### src/common/vid_defs.svh
// Width and raster constants for the video RAM section, included by every RTL file that sizes by them
`ifndef VID_DEFS_SVH
`define VID_DEFS_SVH

// Data path
`define VID_DATA_W 16 // One video RAM word
`define VID_ADDR_W 12 // Word address inside one bank

// Raster totals, counted in pixels and lines
`define VID_H_TOTAL 456
`define VID_V_TOTAL 262
`define VID_V_ACTIVE 240 // Lines with vblank_n high

// Horizontal sync window
`define VID_HSYNC_START 376 // First pixel of the pulse
`define VID_HSYNC_LEN 32

`endif

### src/common/vid_pkg.sv
// Shared types for the video RAM section: access slot encoding and the two decodings of a RAM word
package vid_pkg;

	// Four fixed access slots, one per clock, repeating every pixel
	typedef enum logic [1:0] {
		SLOT_PF  = 2'd0, // Playfield tile fetch, bank 0
		SLOT_MO  = 2'd1, // Motion-object link fetch, bank 1
		SLOT_AL  = 2'd2, // Alphanumerics fetch, bank 1
		SLOT_CPU = 2'd3 // CPU read or write, either bank
	} slot_e;

	// One RAM word, read through the view that matches the fetching slot
	typedef union packed {
		struct packed {
			logic       hflip; // Bit 15
			logic       pp18; // Bit 14, picture bank
			logic [7:0] attr;
			logic [5:0] pp_hi; // Picture bits
		} pf;
		struct packed {
			logic [9:0] attr;
			logic [5:0] link; // Next motion object
		} mo;
	} vram_word_u;

endpackage

### src/rtl/video_timing.sv
// Raster timing generator: slot phase, beam counters, hsync and vblank for the video RAM block
`timescale 1ns/1ps
`include "vid_defs.svh"

module video_timing (
	input  logic           clk,
	input  logic           reset,
	output vid_pkg::slot_e slot,
	output logic [8:0]     hpos,
	output logic [8:0]     vpos,
	output logic           hsync,
	output logic           vblank_n
);

	logic [1:0] phase; // Slot counter, one step per clock
	logic       pix_end; // Last slot of a pixel
	logic       line_end; // Last pixel of a line
	logic       frame_end; // Last line of a frame

	assign pix_end   = (phase == 2'd3);
	assign line_end  = (hpos == 9'(`VID_H_TOTAL - 1));
	assign frame_end = (vpos == 9'(`VID_V_TOTAL - 1));

	always_ff @(posedge clk) begin
		if (reset) begin
			phase <= 2'd0; // Start on the playfield slot
			hpos  <= '0;
			vpos  <= '0;
		end else begin
			phase <= phase + 2'd1;
			if (pix_end) begin // Pixel step after the CPU slot
				if (line_end) begin
					hpos <= '0;
					if (frame_end)
						vpos <= '0;
					else
						vpos <= vpos + 9'd1;
				end else begin
					hpos <= hpos + 9'd1;
				end
			end
		end
	end

	assign slot = vid_pkg::slot_e'(phase);

	// Sync window on the pixel count
	assign hsync = (hpos >= 9'(`VID_HSYNC_START)) &&
		(hpos < 9'(`VID_HSYNC_START + `VID_HSYNC_LEN));
	assign vblank_n = (vpos < 9'(`VID_V_ACTIVE)); // Low through vertical blank

	// Every clock moves to the next slot, CPU wrapping back to playfield
	a_slot_step: assert property (@(posedge clk) disable iff (reset)
		1'b1 |=> slot == vid_pkg::slot_e'($past(slot) + 2'd1));

endmodule

### config.mk
export PLATFORM = sky130hd
export DESIGN_NAME = video_timing
export DESIGN_NICKNAME = d
export VERILOG_FILES = /design/src/common/vid_pkg.sv /design/src/rtl/video_timing.sv
export VERILOG_INCLUDE_DIRS = /design/src /design/src/common
export SDC_FILE = /design/constraint.sdc
export NUM_CORES = 1
export LEC_CHECK = 0
export ABC_AREA = 1
export BUFFER_PORTS_ARGS = -buffer_cell sky130_fd_sc_hd__buf_2
export CORE_MARGIN = 5
export CORE_UTILIZATION = 57
export DETAILED_ROUTE_END_ITERATION = 10
export PLACE_DENSITY = 0.83
export SLEW_MARGIN = 20
export SYNTH_ARGS = -nofsm -noshare
export SYNTH_HDL_FRONTEND = slang
export SYNTH_SLANG_ARGS = --single-unit
### constraint.sdc
create_clock -name clk -period 3.7 [get_ports clk]
set_input_delay 0.74 -clock clk [delete_from_list [all_inputs] [get_ports clk]]
set_output_delay 0.74 -clock clk [all_outputs]
set_load 0.005 [all_outputs]
==> results of run 1 <==
## final cells by class
cell class                 count  area [um^2]  area share (%)
inverter                      27          101            7.81
sequential                    20          400            30.9
clock buffer                   3         22.5            1.74
tap                           27         33.8            2.60
multi-input combinational    123          624            48.1
timing repair buffer          23          115            8.87
## layer usage
metal	part of all wire, %	vias to the layer above	GRT usage (%)	wire length, um
met5	0	-	0	0
met4	2.2	0	9.54	56
met3	3.9	7	4.63	97
met2	46	30	31.1	1150
met1	47	505	24.9	1180
li1	-	585	-	-
## registers in the layout, summed over array words and instances (netlist names)
signal and cells:
hpos 9, vpos 9, slot 2
## power breakdown
group | internal [mW] | switching [mW] | leakage, nW
logic | 0.00697 | 0.0121 | 0.468
clock network | 0.0380 | 0.0628 | 0.0138
registers | 0.218 | 0.00244 | 0.162
## kinds of logic after synthesis
group	count (synthesis)	share of synthesized area, %
fa+ha+maj	5	5.48
xor+xnor	2	1.53
simple gates	101	39.9
flops	20	35.0
compound gates	15	7.78
buf+inv	29	10.3
## Yosys cell counts (all sizes together)
cell type and count:
nor2 26, ha 5, inv 26, dfxtp 20
o21bai 1, nor3 6, a21oi 6, nand3b 2
clkinv 1, buf 2, xor2 2, nor3b 1
o21ai 8, nand3 20, nand2 46
## layout by cell type (no fill, tap or decap), drive strengths merged
master / instances
buf: 23
nand3b: 2
a21oi: 6
clkinv: 1
inv: 26
o21bai: 1
nor2: 26
xor2: 2
clkbuf: 3
nand2: 46
nand3: 20
nor3: 6
nor3b: 1
o21ai: 8
dfxtp: 20
ha: 5
## worst min-delay path by stage
stage	startpoint	end	slack [ns]
after CTS	slot[0]	slot[0]	0.46
final	slot[0]	slot[0]	0.45
after detailed placement	slot[0]	slot[0]	0.44
after floorplan	slot[0]	slot[0]	0.43
after global placement	slot[0]	slot[0]	0.43
after global routing	slot[0]	slot[0]	0.47
## worst register-to-register path, delay by kind of cell, from the launching register on
kind,cells,cell delay (ns)
and+or+nand+nor,6,0.79
DFF,1,0.40
buffers and inverters,1,0.04
adders and majority gates,1,0.19
## per-stage QoR
step | total power, mW | instances | hold slack (ns) | cell area, um^2 | setup WS [ns]
floorplan | 0.238 | 172 | 0.432 | 1140 | 2.08
global placement | 0.244 | 220 | 0.427 | 1270 | 1.95
detailed placement | 0.245 | 220 | 0.442 | 1270 | 1.91
CTS | 0.345 | 223 | 0.457 | 1300 | 1.57
global route | 0.359 | 223 | 0.472 | 1300 | 1.40
finish | 0.341 | 223 | 0.454 | 1300 | 1.58
==> flow_summary.ini, run 1 <==
[setup_path]
cp.arrival_ns = 1.38
crit_family = flip-flops
critPathSlowestCell = dfxtp_1
r2r-end = vpos[3]
worstSetupPathType = reg2out
cp-endpoint = hsync
crit_path_start_kind = flip-flop
path_cells = inv_2 > nor3_1 > o21ai_0 > a21oi_1 > buf_2
r2r_start = hpos[1]
critPathRequiredTime_ns = 2.96
r2r_slack_ns = 2.19
path_max_fanout = 5
slowest_delay_ns = 0.43
reg2reg_depth = 8
end_kind = output pin
crit_start = hpos[5]
crit_buf_inv = 2
worst-path-stages = 5

[timing]
rsz0062_at_grt = no
fmax_mhz = 472
setup-tns-final_ns = 0
finalCriticalPeriod_ns = 2.12
tightest_slew_ns = 0.475
finClkSkew_ns = 0.00187
period_share_pct = 57.3
hold_viol = 0
finalMaxSlewViolations = 0
max_slew_margin_pct = 68.3
setup_viol = 0

[placed_design]
dpl.hpwl_um = 1910
numPortBuffers = 23
place.gp.congestion = 0.858

[hold_path]
min_path_cells = 1
hold_class = reg2reg

[clock_tree]
cts_setup_buffers = 0
cts_buffer_depth = 2
clock_sinks = 20
cts_tree = done
postCtsResizedCells = 0
clock_latency_ns = 0.30
cts.hold.buffers_added = 0
cts-buffers-inserted = 3
clk_pin_slew_ns = 0.10
clockRootBuffer = clkbuf_4
h-tree-depth = 1

[cells_and_area]
diodes = 0
area_delta_synth_final_pct = 13.6
nets = 205
fillCellCount = 180
final_util_pct = 66.8
drive_gt1_share_pct = 19.4

[power_and_ir_drop]
powerDensity_mw_per_mm2 = 263
power.leakage_nw = 0.644
ir_drop_uv = 217

[synth]
ys_seq_area_share_pct = 35.0
synth_seq_cells = 20
synth_area_leaders = dfxtp_1, nand2_1, nand3_1, nor2_1, inv_1
syn-num-nets = 179
yosysTopAreaCell = dfxtp_1
synth_top_area_share_pct = 35.0
syn_inst = 172
synthesis.area_mm2 = 0.00114
post_synth_num_cell_types = 24
ys.warnings.count = 0
avgSynthCellArea_um2 = 6.64

[job]
cap_violations = 0

[global_routing]
grt_use_total_pct = 19.7
grt_max_degree = 17
grt_pass1_vias = 1044
grt.overflow.total = 0
grt_pass1_wl_um = 4280
antenna_found_initial = 0

[detailed_routing]
wl_um = 2490
final_antenna_net_count = 0
dr.pass1.iters = 4
remaining_drc_errors = 0
vias = 1127
wl_per_cell_um = 11.2
avgViaCountPerCell = 5.05
drtIter0Drc = 22

[die]
initial_core_util_pct = 58.8
die_area_mm2 = 0.00300
pin_count = 24
rows = 16
die_h_um = 54.8
die_x_um = 54.8
coreArea_mm2 = 0.00194

[run_status]
outcome = finished clean
(Power assumes the default switching activity.)
==> inputs of run 2 (changes only) <==
--- a/config.mk
+++ b/config.mk
@@ -9,9 +9,9 @@
 export ABC_AREA = 1
 export BUFFER_PORTS_ARGS = -buffer_cell sky130_fd_sc_hd__buf_2
 export CORE_MARGIN = 5
-export CORE_UTILIZATION = 57
+export CORE_UTILIZATION = 48
 export DETAILED_ROUTE_END_ITERATION = 10
-export PLACE_DENSITY = 0.83
+export PLACE_DENSITY = 0.74
 export SLEW_MARGIN = 20
 export SYNTH_ARGS = -nofsm -noshare
 export SYNTH_HDL_FRONTEND = slang
==> constraint.sdc (replaced) <==
create_clock -name clk -period 1.9 [get_ports clk]
set_input_delay 0.38 -clock clk [delete_from_list [all_inputs] [get_ports clk]]
set_output_delay 0.38 -clock clk [all_outputs]
set_load 0.005 [all_outputs]
==> flow_summary.ini, run 2 (synthesis gave the netlist of run 1 again) <==
[detailed_routing]
vias = 1113
wl_per_cell_um = 10.6
dr.pass1.iters = 4
final_antenna_net_count = 0
wl_um = 2390
drtIter0Drc = 50
avgViaCountPerCell = 4.95
remaining_drc_errors = 0

[placed_design]
place.gp.congestion = 0.884
dpl.cell_count = 222
numPortBuffers = 23
dpl_cell_area_mm2 = 0.00128
dpl.hpwl_um = 1920

[setup_path]
path_max_fanout = 5
worstSetupPathType = reg2out
cp.arrival_ns = 1.35
critPathRequiredTime_ns = 1.52
r2r_slack_ns = 0.45
end_kind = output pin
crit_start = hpos[5]
reg2reg_depth = 8
crit_path_start_kind = flip-flop
r2r-end = vpos[4]
r2r_start = slot[0]
cp-endpoint = hsync

[cells_and_area]
mostFrequentLayoutCell = nand2_1
diodes = 0
layout_common_cells = nand2_1, nor2_1, inv_1, buf_2
final_cell_area_mm2 = 0.00131
final_util_pct = 58.5
nets = 206
drive_gt1_share_pct = 20.3
area_delta_synth_final_pct = 14.5
fillCellCount = 231
final_cells = 225

[hold_path]
hold_class = in2reg
holdCritStartpoint = reset

[global_routing]
grt_max_degree = 15
grt_pass1_wl_um = 4340
grt.overflow.total = 0
grt_use_total_pct = 15.5
antenna_found_initial = 0
grt_pass1_vias = 1009

[clock_tree]
clock_sinks = 20
clockRootBuffer = clkbuf_4
clk_pin_slew_ns = 0.11
cts_tree = done
cts_buffer_depth = 2
clock_latency_ns = 0.29
cts.hold.buffers_added = 0
h-tree-depth = 1
cts-buffers-inserted = 3

[timing]
tightest_slew_ns = 0.319
rsz0062_at_grt = no
holdWs_ns = 0.315
finalCriticalPeriod_ns = 1.73
setup_viol = 0
fmax_mhz = 576
finClkSkew_ns = 0.00440
hold_viol = 0
max_slew_margin_pct = 78.6
period_share_pct = 91.3
setup-tns-final_ns = 0
finalMaxSlewViolations = 0

[die]
die_x_um = 58.8
coreArea_mm2 = 0.00223
die_h_um = 58.8
pin_count = 24
initial_core_util_pct = 51.1
rows = 17
die_area_mm2 = 0.00346

[power_and_ir_drop]
power.leakage_nw = 0.649
ir_drop_uv = 370
intPower_mw = 0.514
powerDensity_mw_per_mm2 = 510
seq_power_share_pct = 64.4
swShare_pct = 22.9
power_frac_comb_pct = 5.8
power.share.clock_pct = 29.8
p_sw_mw = 0.153

[job]
cap_violations = 0

[run_status]
outcome = finished clean
[run 2: cell types whose count changed in the layout (fill, tap and decap cells not counted)]
cell | previous run | this run
buf_4 | 0 | 1
dfxtp_1 | 20 | 19
dfxtp_2 | 0 | 1
[run 2: stage by stage]
step,worst slack (ns),power [mW]
2_1_floorplan,0.636,0.463
3_3_place_gp,0.526,0.477
3_5_place_dp,0.453,0.478
4_1_cts,0.148,0.677
5_1_grt,0.0305,0.703
6_report,0.165,0.667
[run 2: worst max-delay path, stage by stage, from the launching register on]
cell and delay (ns):
dfxtp_1 0.42, inv_2 0.06, nor3_1 0.24, o21ai_0 0.11
a21oi_1 0.11, buf_2 0.12
[run 2: what timing repair did]
item	4_1_cts	5_1_grt
resized for setup	0	1
setup endpoints to repair	0	1
buffers inserted	0	0
[run 2: routing by layer]
| metal | vias up | global-route usage, % | part of all wire, % |
|---|---|---|---|
| li1 | 591 | - | - |
| met5 | - | 0 | 0 |
| met3 | 4 | 2.63 | 5.1 |
| met1 | 485 | 21.8 | 48 |
| met4 | 0 | 3.88 | 1.1 |
| met2 | 33 | 24.6 | 46 |
[run 2: power groups by stage]
stage                     Clock, mW  Combinational [mW]  Sequential, mW
after floorplan                   0              0.0233           0.440
after global placement            0              0.0379           0.439
after detailed placement          0              0.0390           0.439
after CTS                     0.208              0.0392           0.430
after global routing          0.227              0.0456           0.431
final                         0.199              0.0384           0.430
[run 2: how the worst min path moves through the flow]
stage | endpoint | slack (ns) | depth (start not counted)
floorplan | slot[0] | 0.43 | 1
global placement | slot[0] | 0.43 | 1
detailed placement | slot[0] | 0.44 | 1
CTS | slot[0] | 0.31 | 2
global route | slot[0] | 0.31 | 2
finish | hpos[4] | 0.31 | 2
[run 2: final cells by class]
class	count	area, um^2	share of cell area (%)
inverter	27	101	7.75
multi-input combinational	123	624	47.8
tap	28	35.0	2.68
clock buffer	3	22.5	1.72
sequential	20	402	30.7
timing repair buffer	24	123	9.38
==> inputs of run 3 (changes only) <==
--- a/config.mk
+++ b/config.mk
@@ -8,9 +8,11 @@
 export LEC_CHECK = 0
 export ABC_AREA = 1
 export BUFFER_PORTS_ARGS = -buffer_cell sky130_fd_sc_hd__buf_2
+export CORE_ASPECT_RATIO = 1.25
 export CORE_MARGIN = 5
 export CORE_UTILIZATION = 48
 export DETAILED_ROUTE_END_ITERATION = 10
+export GPL_ROUTABILITY_DRIVEN = 0
 export PLACE_DENSITY = 0.74
 export SLEW_MARGIN = 20
 export SYNTH_ARGS = -nofsm -noshare
==> flow_summary.ini, run 3 (synthesis gave the netlist of run 1 again) <==
[run_status]
outcome = finished clean

[detailed_routing]
drtIter0Drc = 28
vias = 1114
wl_per_cell_um = 10.8
remaining_drc_errors = 0
wl_um = 2470
final_antenna_net_count = 0
avgViaCountPerCell = 4.89
dr.pass1.iters = 4

[global_routing]
met2_usage_pct = 27.8
grt_use_total_pct = 15.8
grt_pass1_vias = 981
grt.met1_usage_pct = 17.7
grt_max_degree = 15
grt_busiest_layer = met2
grt_pass1_wl_um = 4180
grt.overflow.total = 0
grt_use_met3_pct = 3.21
antenna_found_initial = 0

[die]
die_x_um = 53.6
rows = 19
coreArea_mm2 = 0.00223
initial_core_util_pct = 51.1
die_h_um = 64.5
die_area_mm2 = 0.00346
pin_count = 24

[setup_path]
cp.arrival_ns = 1.37
end_kind = output pin
slowest_delay_ns = 0.40
worstSetupPathType = reg2out
crit_buf_inv = 1
crit_family = flip-flops
critPathRequiredTime_ns = 1.52
path_cells = nand2_1 > nor3_1 > o21ai_0 > a21oi_1 > buf_2
critPathSlowestCell = dfxtp_1
crit_path_start_kind = flip-flop
path_max_fanout = 4

[timing]
setup-tns-final_ns = 0
rsz0062_at_grt = no
setup_viol = 0
tightest_slew_ns = 0.345
finalCriticalPeriod_ns = 1.75
finalMaxSlewViolations = 0
period_share_pct = 91.9
finClkSkew_ns = 0.00380
hold_viol = 0
fmax_mhz = 573
setup_ws_ns = 0.155
max_slew_margin_pct = 77.0

[cells_and_area]
multi_input_area_um2 = 624
area_delta_synth_final_pct = 14.8
ff_latch_area_um2 = 402
layout_common_cells = nand2_1, nor2_1, inv_1, buf_2
fillCellCount = 233
diodes = 0
nets = 206
mostFrequentLayoutCell = nand2_1
drive_gt1_share_pct = 20.3

[placed_design]
place_ws_ns = 0.405
dpl.hpwl_um = 1960
numPortBuffers = 23

[clock_tree]
cts_tree = done
clockRootBuffer = clkbuf_4
clk_pin_slew_ns = 0.11
clock_sinks = 20
clock_latency_ns = 0.30
h-tree-depth = 1
cts_setup_buffers = 0
cts-buffers-inserted = 3
cts_buffer_depth = 2

[job]
cap_violations = 0

[hold_path]
hold_class = in2reg

[power_and_ir_drop]
ir_drop_uv = 399
power.leakage_nw = 0.649
powerDensity_mw_per_mm2 = 508
[run 3: cell counts in the layout (fill, tap and decap cells not counted)]
No cell type changed its count.
[run 3: layer usage]
layer / wire length, um / share of wire, %
met2: 1240 / 50
met5: 0 / 0
met4: 50 / 2.0
met1: 1060 / 43
met3: 115 / 4.7
[run 3: worst paths after layout]
check                  to    start  slack, ns  cells past startpoint
hold / removal    slot[1]    reset       0.31                      2
setup reg to reg  vpos[3]  hpos[0]       0.41                      8
setup / recovery    hsync  hpos[3]       0.15                      5
hold reg to reg   slot[0]  slot[0]       0.46                      1
[run 3: per-stage QoR]
step	instance area, um^2	hold slack (ns)	std cells	power (mW)	util, %
2_1_floorplan	1140	0.432	172	0.463	-
3_3_place_gp	1290	0.427	225	0.477	57.6
3_5_place_dp	1290	0.442	225	0.479	57.6
4_1_cts	1310	0.312	228	0.674	58.6
5_1_grt	1310	0.313	228	0.690	58.7
6_report	1310	0.311	228	0.667	58.7
[run 3: area by class of cell]
| class | instances | area share, % |
|---|---|---|
| multi-input combinational | 123 | 47.6 |
| clock buffer | 3 | 1.72 |
| inverter | 27 | 7.73 |
| sequential | 20 | 30.6 |
| tap | 31 | 2.96 |
| timing repair buffer | 24 | 9.35 |
[run 3: worst reg2reg max path, cell delays in order, from the launching register on]
cell,delay (ns)
dfxtp_1,0.41
ha_1,0.19
nand2_1,0.11
nor2_4,0.14
nand3_4,0.19
nand2_2,0.19
nand2_1,0.07
nand2_1,0.06
inv_1,0.03
[run 3: repair_timing]
action | CTS | global route
hold buffers | 0 | 0
setup endpoints to repair | 0 | 1
resized for setup | 0 | 1
[run 3: where the power goes]
group	switching [mW]	leakage [nW]	internal [mW]	total (mW)
sequential	0.00487	0.162	0.425	0.430
clock	0.124	0.0138	0.0739	0.198
combinational	0.0238	0.473	0.0147	0.0385
